## config.mk

```make
export PLATFORM = sky130hd
export DESIGN_NAME = fpu_apb_regs
export DESIGN_NICKNAME = d
export VERILOG_FILES = /design/src/source/fpu_pkg.sv /design/src/source/fpu_apb_regs.sv
export VERILOG_INCLUDE_DIRS = /design/src /design/src/include
export SDC_FILE = /design/constraint.sdc
export NUM_CORES = 1
export LEC_CHECK = 0
export BUFFER_PORTS_ARGS = -buffer_cell sky130_fd_sc_hd__buf_2
export CORE_ASPECT_RATIO = 0.7
export CORE_UTILIZATION = 39
export CTS_BUF_LIST = sky130_fd_sc_hd__clkbuf_4 sky130_fd_sc_hd__clkbuf_8
export DETAILED_ROUTE_END_ITERATION = 16
export REMOVE_ABC_BUFFERS = 1
export SYNTH_ARGS = -nofsm -noshare
export SYNTH_HDL_FRONTEND = slang
export SYNTH_SLANG_ARGS = --single-unit
```

## constraint.sdc

```tcl
create_clock -name clk -period 5.16 [get_ports clk]
set_clock_uncertainty 0.2 [all_clocks]
set_input_delay 0 -clock clk [delete_from_list [all_inputs] [get_ports clk]]
set_output_delay 0 -clock clk [all_outputs]
set_load 0.02 [all_outputs]
```

## src/include/fpu_cfg.svh

```systemverilog
`ifndef FPU_CFG_SVH
`define FPU_CFG_SVH

// APB register map
`define FPU_REG_OPA_LO 8'h00
`define FPU_REG_OPA_HI 8'h04
`define FPU_REG_OPB_LO 8'h08
`define FPU_REG_OPB_HI 8'h0C
`define FPU_REG_CTRL   8'h10   // rmode in [1:0], write launches
`define FPU_REG_RES_LO 8'h14
`define FPU_REG_RES_HI 8'h18
`define FPU_REG_FLAGS  8'h1C   // flags in [4:0], not empty in [8], read pops

`define FPU_FIFO_DEPTH 4
`define FPU_PIPE_DEPTH 5

`endif
```

## src/source/fpu_pkg.sv

```systemverilog
package fpu_pkg;

	typedef logic [63:0] fp64_t;
	typedef logic signed [12:0] exp_t;   // biased, with headroom both ways
	typedef logic [52:0] mant_t;         // hidden bit included
	typedef logic [105:0] prod_t;
	typedef logic [1:0] rmode_t;         // 0 nearest even, 1 zero, 2 +inf, 3 -inf

	typedef struct packed {
		logic is_zero;
		logic is_inf;
		logic is_qnan;
		logic is_snan;
	} class_t;

	typedef struct packed {
		logic invalid;
		logic overflow;
		logic underflow;
		logic inexact;
		logic exception;
	} flags_t;

	typedef struct packed {
		logic   valid;
		fp64_t  opa;
		fp64_t  opb;
		rmode_t rmode;
	} op_req_t;

	// ********************
	// stage outputs

	typedef struct packed {
		logic       valid;
		rmode_t     rmode;
		fp64_t      opa;
		fp64_t      opb;
		logic [1:0] sign;   // {sign a, sign b}
		exp_t       exp_a;
		exp_t       exp_b;
		mant_t      mant_a;
		mant_t      mant_b;
		class_t     class_a;
		class_t     class_b;
	} unpacked_t;

	typedef struct packed {
		logic   valid;
		rmode_t rmode;
		logic   sign;
		exp_t   exp;
		prod_t  prod;
		fp64_t  opa;
		fp64_t  opb;
		class_t class_a;
		class_t class_b;
	} product_t;

	typedef struct packed {
		logic       valid;
		rmode_t     rmode;
		fp64_t      value;
		exp_t       exp_in;
		logic [1:0] lost;   // guard, sticky
		fp64_t      opa;
		fp64_t      opb;
		class_t     class_a;
		class_t     class_b;
	} rounded_t;

	typedef struct packed {
		logic   valid;
		fp64_t  value;
		flags_t flags;
	} result_t;

endpackage

```

## src/source/fpu_apb_regs.sv

```systemverilog
`timescale 1ns/100ps
`include "fpu_cfg.svh"

module fpu_apb_regs (
	input  logic              clk,
	input  logic              rst,
	input  logic              psel,
	input  logic              penable,
	input  logic              pwrite,
	input  logic [7:0]        paddr,
	input  logic [31:0]       pwdata,
	output logic [31:0]       prdata,
	output logic              pready,
	output logic              pslverr,
	output fpu_pkg::op_req_t  req,
	input  fpu_pkg::result_t  res
);
	import fpu_pkg::*;

	localparam int PTR_W = $clog2(`FPU_FIFO_DEPTH);
	localparam int CNT_W = $clog2(`FPU_FIFO_DEPTH + 1);

	fp64_t      opa_q;
	fp64_t      opb_q;
	rmode_t     rmode_q;
	result_t    mem [`FPU_FIFO_DEPTH];
	result_t    head;
	logic [PTR_W-1:0] wr_ptr;
	logic [PTR_W-1:0] rd_ptr;
	logic [CNT_W-1:0] fifo_cnt;
	logic [CNT_W-1:0] pending;   // in flight plus queued
	logic       access, wr, rd, addr_ok, ctrl_wr, full, empty, launch, pop;
	logic [31:0] rd_word;

	assign access  = psel & penable;
	assign wr      = access & pwrite;
	assign rd      = access & ~pwrite;
	assign ctrl_wr = wr & (paddr == `FPU_REG_CTRL);
	assign full    = (pending == CNT_W'(`FPU_FIFO_DEPTH));
	assign empty   = (fifo_cnt == '0);
	assign launch  = ctrl_wr & ~full;
	assign pop     = rd & (paddr == `FPU_REG_FLAGS) & ~empty;
	assign head    = mem[rd_ptr];

	assign pready  = 1'b1;
	assign pslverr = access & (~addr_ok | (ctrl_wr & full));
	assign prdata  = rd ? rd_word : '0;

	assign req.valid = launch;
	assign req.opa   = opa_q;
	assign req.opb   = opb_q;
	assign req.rmode = rmode_t'(pwdata[1:0]);

	always_comb begin
		addr_ok = 1'b1;
		rd_word = '0;
		case (paddr)
			`FPU_REG_OPA_LO: rd_word = opa_q[31:0];
			`FPU_REG_OPA_HI: rd_word = opa_q[63:32];
			`FPU_REG_OPB_LO: rd_word = opb_q[31:0];
			`FPU_REG_OPB_HI: rd_word = opb_q[63:32];
			`FPU_REG_CTRL:   rd_word = {30'b0, rmode_q};
			`FPU_REG_RES_LO: if (!empty) rd_word = head.value[31:0];
			`FPU_REG_RES_HI: if (!empty) rd_word = head.value[63:32];
			`FPU_REG_FLAGS:  if (!empty) rd_word = {23'b0, 1'b1, 3'b0, head.flags};
			default:         addr_ok = 1'b0;
		endcase
	end

	// ********************
	// operand registers

	always_ff @(posedge clk) begin
		if (rst) begin
			opa_q   <= '0;
			opb_q   <= '0;
			rmode_q <= '0;
		end else if (wr) begin
			case (paddr)
				`FPU_REG_OPA_LO: opa_q[31:0]  <= pwdata;
				`FPU_REG_OPA_HI: opa_q[63:32] <= pwdata;
				`FPU_REG_OPB_LO: opb_q[31:0]  <= pwdata;
				`FPU_REG_OPB_HI: opb_q[63:32] <= pwdata;
				`FPU_REG_CTRL:   rmode_q      <= rmode_t'(pwdata[1:0]);
				default: ;
			endcase
		end
	end

	// ********************
	// result fifo

	always_ff @(posedge clk) begin
		if (res.valid)
			mem[wr_ptr] <= res;
	end

	always_ff @(posedge clk) begin
		if (rst) begin
			wr_ptr   <= '0;
			rd_ptr   <= '0;
			fifo_cnt <= '0;
			pending  <= '0;
		end else begin
			if (res.valid)
				wr_ptr <= (wr_ptr == PTR_W'(`FPU_FIFO_DEPTH - 1)) ? '0 : wr_ptr + 1'b1;
			if (pop)
				rd_ptr <= (rd_ptr == PTR_W'(`FPU_FIFO_DEPTH - 1)) ? '0 : rd_ptr + 1'b1;
			case ({res.valid, pop})
				2'b10:   fifo_cnt <= fifo_cnt + 1'b1;
				2'b01:   fifo_cnt <= fifo_cnt - 1'b1;
				default: ;
			endcase
			case ({launch, pop})
				2'b10:   pending <= pending + 1'b1;
				2'b01:   pending <= pending - 1'b1;
				default: ;
			endcase
		end
	end

endmodule

```

==> results of run 1 <==
-- flip-flops by register name (all words and copies together) (netlist names), named ones only --
signal and count:
opa_q 64, rd_ptr 2, fifo_cnt 3, mem 276
rmode_q 2, wr_ptr 2, pending 3, opb_q 64
-- routing by layer --
metal,vias up,global-route usage [%],routed length (um)
met5,-,0,13
met4,2,6.313,999
met3,79,4.618,2542
met2,323,36.39,23700
met1,5935,28.84,21060
li1,5381,-,-
-- worst min-delay path: stages --
cell and delay, ns:
dlygate4sd3_1 0.53, buf_2 0.14, mux2i_1 0.07, nor2_1 0.07
-- final cells by class --
cell class | instances | area [um^2] | share of cell area, %
multi-input cells | 601 | 5532 | 24.09
clock buffers | 92 | 1122 | 4.888
flip-flops and latches | 418 | 11140 | 48.51
well taps | 585 | 732.0 | 3.188
repair buffers | 551 | 4084 | 17.79
clock inverters | 31 | 205.2 | 0.8936
inverters | 37 | 138.9 | 0.6048
diodes | 4 | 10.01 | 0.04359
-- logic make-up after synthesis --
family          Yosys count  share of synthesized area [%]
flops                   418                          65.13
buf+inv                 117                          2.826
xor+xnor                  4                         0.2050
simple gates            261                          7.717
compound gates          118                          4.283
fa+ha+maj                 9                         0.7467
other cells               1                        0.02194
mux                     208                          19.07
-- metrics by stage --
stage | utilization (%) | hold WS (ns)
after floorplan | - | -0.2000
after global placement | 44.56 | 0.01454
after detailed placement | 44.56 | 0.01638
after CTS | 53.62 | 0.009068
after global routing | 53.64 | 0.01955
final | 53.65 | 0.04770
-- power by group --
group	switching, uW	internal, uW	leakage [uW]
Clock	1320	1520	0.000707
Combinational	225	231	0.00411
Sequential	19.6	3660	0.00368
-- cells in the final DEF, fill, tap and decap left out, types with 4 or more instances in the layout --
cell type      synthesis  routed
a21oi_1               45      45
a22oi_1               28      28
and2_4                 0       4
buf_2                 17     276
buf_4                  4      20
clkbuf_4               0      23
clkbuf_8               0      69
clkinv_1               0      13
clkinv_2               0      11
dfxtp_1              142     140
diode_2                0       4
dlygate4sd3_1          0     255
edfxtp_1             276     276
ha_1                   7       7
inv_1                 37      37
mux2_2                11      11
mux2i_1              104     104
mux4_2                93      93
nand2_1               73      72
nand2b_1              67      67
nor2_1                80      80
nor2b_1                6       4
o21ai_0                6       6
o22ai_1               29      29
or3_1                  6       5
or4_1                  5       4
xor2_1                 4       4
-- worst paths after layout --
kind                              to  slack (ns)  depth (start not counted)
max                       prdata[24]        1.52                          7
min            opb_q[4]$_SDFFE_PP0P_        0.05                          4
max reg2reg  pending[2]$_SDFFE_PP0P_        2.33                          8
min reg2reg   opa_q[19]$_SDFFE_PP0P_        0.26                          2
-- what timing repair did --
item | in CTS | in global routing
setup buffers | 0 | 0
hold endpoints to repair | 543 | 0
hold buffers | 255 | 0
-- cell usage after synthesis (4+ instances only) --
master and count:
ha_1 7, buf_4 4, buf_1 9, o21ai_0 6
or3_1 6, nor2b_1 6, nand2_1 73, and2_1 4
dfxtp_1 142, xor2_1 4, nand2b_1 67, a22oi_1 28
o22ai_1 29, clkbuf_1 49, mux4_2 93, or4_1 5
nor2_1 80, edfxtp_1 276, a21oi_1 45, buf_2 17
inv_1 37, mux2i_1 104, mux2_2 11
==> flow_summary.json, run 1 <==
{
  "outcome": "completed",
  "numCtsBuffers": 67,
  "drv_slew": 0,
  "grt_pass1_wl_um": 72880,
  "ys_types": 45,
  "dpl_cell_area_um2": 19070,
  "synth_top_area_share_pct": 48.50,
  "rsz0062_at_grt": "no",
  "place_congestion": 0.7751,
  "slowest_stage": "nand2_2",
  "num_rows": 63,
  "critPathLaunchType": "input port",
  "worstHoldStart": "pwdata[4]",
  "setup_slack_ns": 1.518,
  "gr-total-overflow": 0,
  "die-area_um2": 44670,
  "die_h_um": 177.1,
  "finalSetupTns_ns": 0,
  "cts_resized": 0,
  "dp_slack_ns": 2.065,
  "drive_gt1_share_pct": 30.64,
  "max_stage_delay_ns": 0.76,
  "synth-edff-count": 276,
  "setup_viol": 0,
  "cp.buffers_inverters": 3,
  "crit_required_ns": 4.96,
  "nFillCells": 3606,
  "vias_per_cell": 5.054,
  "maxCapViolCount": 0,
  "grt_usage_pct": 21.85,
  "hold_viol": 0,
  "async_flop_share_pct": 0,
  "yosysSeqAreaShare_pct": 65.13,
  "syn-cell-area_um2": 17090,
  "die_x_um": 252.2,
  "syn2layout_area_growth_pct": 34.36,
  "clockRootBuffer": "clkbuf_8",
  "clk-insertion-delay-late_ns": 0.60,
  "initial_core_util_pct": 39.93,
  "crit_start": "paddr[0]",
  "portBuffers": 278,
  "cts_max_path_buffers": 3,
  "end_kind": "output pin",
  "min_period_ns": 3.642,
  "slew_headroom_pct": 29.22,
  "criticalPathCategory": "input port to output pin",
  "crit_path_frequent_cell": "buf_2",
  "path_clk_slew_ns": 0.07,
  "dp_cells": 1937,
  "post-route-period-util_pct": 70.59,
  "synth.avg_cell_area_um2": 15.04,
  "antenna_found_initial": 5,
  "fin_area_um2": 22960,
  "ant_nets": 0,
  "cts_tree": "built",
  "htreeDepth": 3,
  "io_pins": 280,
  "hold_class": "input port to flop",
  "final_cells": 2319,
  "synthTopCellsByArea": "edfxtp_1 (48%), dfxtp_1 (17%), mux4_2 (12%)",
  "ys_warn_count": 0,
  "r2r_start": "fifo_cnt[0]$_SDFFE_PP0P_",
  "grt_pass1_vias": 12290,
  "power.total_uw": 6982,
  "wl_per_cell_um": 20.84,
  "p_leak_uw": 0.008502,
  "post-dp-hpwl_um": 29260,
  "dr_total_vias": 11720,
  "cp.arrival_ns": 3.44,
  "grt_max_degree": 101,
  "max_freq_ghz": 0.2745,
  "post-route-drc-count": 0,
  "tightest_slew_ns": 1.062,
  "first_pass_iters": 5,
  "syn_inst": 1136,
  "worstPathCellList": "dlygate4sd3_1 > buf_2 > or4_4 > nor3_1 > nand2_2 > o22ai_1 > buf_2",
  "critPathMaxFanout": 27,
  "p_per_area_nw_per_um2": 304.1,
  "synth_largest_area_cell": "edfxtp_1",
  "vdd_drop_max_mv": 0.1669,
  "fp.coreArea_um2": 42800,
  "dr.first_iter.drc_count": 748,
  "layout.nets": 1800,
  "ys_ff_latch": 418,
  "cts_sinks": 418,
  "routed_wl_um": 48320,
  "path_delay_family": "simple AND/OR/NAND/NOR gates",
  "synth_top_flop_cell": "edfxtp_1"
}
No activity file was read; power rests on OpenSTA's default activity.
==> run 2, diff against run 1 <==
- clock period: 5.16 -> 3.2 ns (I/O delays scaled with it)
==> run 2 against run 1 <==
Critical path depth is the same. Die area is the same. Via count grew 2.3%. Combinational power grew 64%. Sequential power grew 61%. First-iteration DRC count shrank 6.6%. Non-clock buffer count grew 14. Worst setup slack lost 1.4 ns.
==> flow_summary.json, run 2 (synthesis results as in run 1) <==
{
  "initial_core_util_pct": 39.93,
  "nFillCells": 3601,
  "vias_per_cell": 5.132,
  "num_rows": 63,
  "die_x_um": 252.2,
  "path_delay_family": "simple AND/OR/NAND/NOR gates",
  "antenna_found_initial": 4,
  "grt_pass1_vias": 12430,
  "largest-register": "mem",
  "numCtsBuffers": 69,
  "layout.nets": 1816,
  "cts_tree": "built",
  "critPathLaunchType": "input port",
  "routed_wl_um": 48890,
  "regArea_um2": 11140,
  "rsz0062_at_grt": "no",
  "final_cells": 2336,
  "worstHoldStart": "pwdata[7]",
  "r2r_start": "fifo_cnt[0]$_SDFFE_PP0P_",
  "outcome": "completed",
  "end_kind": "output pin",
  "dr.first_iter.drc_count": 699,
  "vdd_drop_max_mv": 0.2663,
  "setup_viol": 0,
  "final_cell_mix": "buf_2 (276), edfxtp_1 (276), dlygate4sd3_1 (254), dfxtp_1 (140), mux2i_1 (104)",
  "hold_class": "input port to flop",
  "io_pins": 280,
  "max_stage_delay_ns": 0.78,
  "min_period_ns": 3.098,
  "grt_pass1_wl_um": 73850,
  "critPathMaxFanout": 16,
  "wl_per_cell_um": 20.93,
  "crit_required_ns": 3.00,
  "grt_max_degree": 88,
  "htreeDepth": 3,
  "die-area_um2": 44670,
  "criticalPathCategory": "input port to output pin",
  "die_h_um": 177.1,
  "cp.buffers_inverters": 4,
  "cts_max_path_buffers": 3,
  "path_clk_slew_ns": 0.06,
  "dr_total_vias": 11990,
  "first_pass_iters": 5,
  "crit_path_frequent_cell": "buf_2",
  "clockRootBuffer": "clkbuf_8",
  "place_congestion": 0.7731,
  "portBuffers": 278,
  "reg_top3": "mem: 276 flops, opa_q: 64 flops, opb_q: 64 flops",
  "cp.arrival_ns": 2.90,
  "drv_slew": 0,
  "post-route-period-util_pct": 96.82,
  "p_leak_uw": 0.008643,
  "largest_register_ffs": 276,
  "worstPathCellList": "dlygate4sd3_1 > buf_2 > or4_1 > or3_2 > buf_4 > o22ai_1 > buf_2",
  "tightest_slew_ns": 0.8007,
  "drive_gt1_share_pct": 31.56,
  "hold_viol": 0,
  "cts_sinks": 418,
  "ant_nets": 0,
  "slew_headroom_pct": 46.62,
  "multi_input_area_um2": 5532,
  "grt_usage_pct": 22.09,
  "final_util_pct": 54.30,
  "dp_cells": 1951,
  "p_per_area_nw_per_um2": 488.9,
  "maxCapViolCount": 0,
  "cts_resized": 0,
  "crit_start": "paddr[5]",
  "max_freq_ghz": 0.3228,
  "gr-total-overflow": 0,
  "post-route-drc-count": 0,
  "clk-insertion-delay-late_ns": 0.60,
  "slowest_stage": "or3_2",
  "fp.coreArea_um2": 42800,
  "post-dp-hpwl_um": 29760,
  "syn2layout_area_growth_pct": 35.98
}
[run 2: final cells by class]
cell class,count,area share [%]
timing repair buffer,565,18.55
sequential,418,47.93
clock inverter,20,0.4146
inverter,37,0.5976
antenna,2,0.02154
tap,585,3.150
multi-input combinational,601,23.80
clock buffer,108,5.535
[run 2: power breakdown]
group	total, uW	switching [uW]	internal [uW]
sequential	5930	31.5	5900
clock	4680	2110	2560
combinational	750	368	383
total	11400	2510	8850
[run 2: path summary, 6_finish.rpt]
path	endpoint	slack, ns	cells past startpoint
setup / recovery	prdata[25]	0.10	7
hold / removal	opa_q[7]$_SDFFE_PP0P_	0.05	4
hold reg to reg	opa_q[28]$_SDFFE_PP0P_	0.27	2
setup reg to reg	pending[2]$_SDFFE_PP0P_	0.72	9
[run 2: per-layer routing]
metal | wire (um) | up-vias | track usage (%) | share of wire (%)
met1 | 21350 | 6115 | 29.51 | 44
met4 | 986 | 4 | 6.566 | 2.0
met5 | 18 | - | 0 | 0.037
li1 | - | 5420 | - | -
met2 | 23890 | 371 | 36.33 | 49
met3 | 2645 | 78 | 4.647 | 5.4
[run 2: per-stage QoR]
| step | setup TNS [ns] | instance area, um^2 | worst slack, ns | hold slack (ns) | total power, uW |
|---|---|---|---|---|---|
| CTS | 0 | 23230 | 0.1317 | 0.006075 | 11480 |
| global route | 0 | 23240 | 0.002734 | 0.02814 | 11760 |
| detailed placement | 0 | 19290 | 0.5385 | 0.01923 | 6580 |
| global placement | 0 | 19290 | 0.5667 | 0.01627 | 6562 |
| floorplan | -25.84 | 16750 | -1.008 | -0.2000 | 6269 |
| finish | 0 | 23240 | 0.1018 | 0.04571 | 11360 |
[run 2: timing repair]
action / 4_1_cts / 5_1_grt
setup endpoints to repair: 3 / 0
hold buffers: 254 / 0
endpoints found under the hold margin: 534 / 0
buffers inserted: 1 / 0
[run 2: worst min-delay path, delay by kind of cell]
family,cells,cell delay [ns]
buf+inv,2,0.69
simple gates,1,0.05
compound gates,1,0.05
==> run 3, diff against run 2 <==
- clock period: 3.2 -> 3 ns (I/O delays scaled with it)
==> run 3 against run 2 <==
Clock power up 9.0%. Core utilization up 0.45 points. Worst hold slack lost 0.0054 ns. Sequential power rose by 6.7%. Flip-flop and latch count unchanged. Via count fell by 0.48%. Wire length increased by 2.6%. Critical path type is now input port to flop. Critical endpoint is now opa_q[27]$_SDFFE_PP0P_. Count of clock-buffer cells in the layout down 9. Global-route usage up 0.42 points. Non-clock buffer count rose by 16. Worst setup slack lost 0.029 ns.
==> flow_summary.json, run 3 (synthesis results as in run 1) <==
{
  "tightest_slew_ns": 0.7344,
  "clk-insertion-delay-late_ns": 0.59,
  "post-dp-hpwl_um": 29950,
  "drv_slew": 0,
  "grt_pass1_wl_um": 75010,
  "path_clk_slew_ns": 0.06,
  "multi_input_area_um2": 5535,
  "gr-total-overflow": 0,
  "drive_gt1_share_pct": 31.57,
  "largest_register_ffs": 276,
  "cts_sinks": 418,
  "ant_nets": 0,
  "critPathLaunchType": "input port",
  "regArea_um2": 11140,
  "layout.nets": 1830,
  "dr_total_vias": 11930,
  "cts_tree": "built",
  "vias_per_cell": 5.086,
  "maxCapViolCount": 0,
  "die_x_um": 252.2,
  "p_leak_uw": 0.008724,
  "num_rows": 63,
  "place_congestion": 0.7925,
  "largest-register": "mem",
  "wl_per_cell_um": 21.39,
  "max_freq_ghz": 0.3416,
  "die_h_um": 177.1,
  "final_cell_mix": "buf_2 (276), edfxtp_1 (276), dlygate4sd3_1 (262), dfxtp_1 (140), mux2i_1 (104)",
  "grt_usage_pct": 22.52,
  "cp.buffers_inverters": 4,
  "dp_cells": 1957,
  "portBuffers": 278,
  "crit_required_ns": 3.32,
  "rsz0062_at_grt": "no",
  "grt_max_degree": 75,
  "fp.coreArea_um2": 42800,
  "path_delay_family": "buffers and inverters",
  "grt_pass1_vias": 12470,
  "slowest_stage": "dlygate4sd3_1",
  "hold_viol": 0,
  "cp.arrival_ns": 3.25,
  "crit_path_frequent_cell": "dlygate4sd3_1",
  "hold_ws_ns": 0.04027,
  "post-route-drc-count": 0,
  "numCtsBuffers": 67,
  "dr.first_iter.drc_count": 863,
  "critPathMaxFanout": 15,
  "first_pass_iters": 4,
  "io_pins": 280,
  "cts_max_path_buffers": 3,
  "min_period_ns": 2.927,
  "slew_headroom_pct": 50.88,
  "routed_wl_um": 50180,
  "syn2layout_area_growth_pct": 37.12,
  "post-route-period-util_pct": 97.57,
  "htreeDepth": 3,
  "hold_class": "input port to flop",
  "die-area_um2": 44670,
  "nFillCells": 3556,
  "clockRootBuffer": "clkbuf_8",
  "initial_core_util_pct": 39.93,
  "max_stage_delay_ns": 1.08,
  "reg_top3": "mem: 276 flops, opa_q: 64 flops, opb_q: 64 flops",
  "end_kind": "flop",
  "final_cells": 2346,
  "worstPathCellList": "dlygate4sd3_1 > buf_2 > or4_4 > nor4_4 > buf_4 > dlygate4sd3_1 > nand2_1 > a21oi_1",
  "outcome": "completed",
  "vdd_drop_max_mv": 0.3456,
  "p_per_area_nw_per_um2": 521.9,
  "criticalPathCategory": "input port to flop",
  "antenna_found_initial": 7,
  "setup_viol": 0
}
==> run 3: changes by cell type in the layout (fill, tap and decap cells not counted), sizes merged, moves of 3 or more <==
cell	change
clkbuf	-8
dlygate4sd3	+8
buf	+7
diode	+4
bufinv	+3
clkinv	-3
==> run 3: where the power goes <==
group	internal (uW)	switching [uW]	total, uW	leakage (uW)
sequential	6290	33.8	6330	0.00368
clock	2830	2270	5100	0.000728
combinational	413	390	803	0.00432
total	9540	2690	12200	0.00872
==> run 3: path summary, 6_finish.rpt <==
kind                            startpoint                       to  slack [ns]  cells past startpoint
setup / recovery                  paddr[6]   opa_q[27]$_SDFFE_PP0P_        0.07                      8
hold / removal                  pwdata[11]   opb_q[11]$_SDFFE_PP0P_        0.04                      4
setup reg to reg  fifo_cnt[0]$_SDFFE_PP0P_  pending[2]$_SDFFE_PP0P_        0.57                      9
hold reg to reg     opa_q[20]$_SDFFE_PP0P_   opa_q[20]$_SDFFE_PP0P_        0.27                      2
==> run 3: cell type report <==
cell class                 count  area share, %
clock inverter                19         0.7101
inverter                      37         0.5927
tap                          585          3.124
sequential                   418          47.53
clock buffer                  99          5.147
timing repair buffer         581          19.21
multi-input combinational    601          23.62
antenna                        6        0.06407
==> run 3: layer usage <==
layer | GRT usage (%) | share of wire (%)
met2 | 37.32 | 49
met5 | 0 | 0
met1 | 29.81 | 43
met4 | 6.389 | 1.9
met3 | 4.941 | 6.0
==> run 3: worst reg2reg max path, delay by kind of cell (launching register included) <==
kind | cells | cell delay, ns
adder cells (fa/ha/maj) | 2 | 0.57
AO/OA/AOI/OAI | 2 | 0.26
XOR/XNOR | 1 | 0.18
buffers and inverters | 2 | 0.23
flip-flops | 1 | 0.38
AND/OR/NAND/NOR | 2 | 0.55
==> run 3: per-stage QoR <==
stage	TNS [ns]	area [um^2]	power (uW)	setup WS, ns	util [%]
finish	0	23430	12230	0.07296	54.75
global route	0	23430	12670	0.0005456	54.74
CTS	0	23400	12350	0.01903	54.68
detailed placement	0	19360	7027	0.3176	45.23
global placement	0	19360	7006	0.3497	45.23
floorplan	-32.24	16750	6687	-1.208	-
==> run 3: repair_timing <==
action | CTS | global route
hold endpoints to repair | 528 | 0
buffers inserted | 2 | 0
setup endpoints to repair | 22 | 6
hold buffers | 263 | 0
gates resized for setup | 0 | 3
gates cloned | 0 | 1
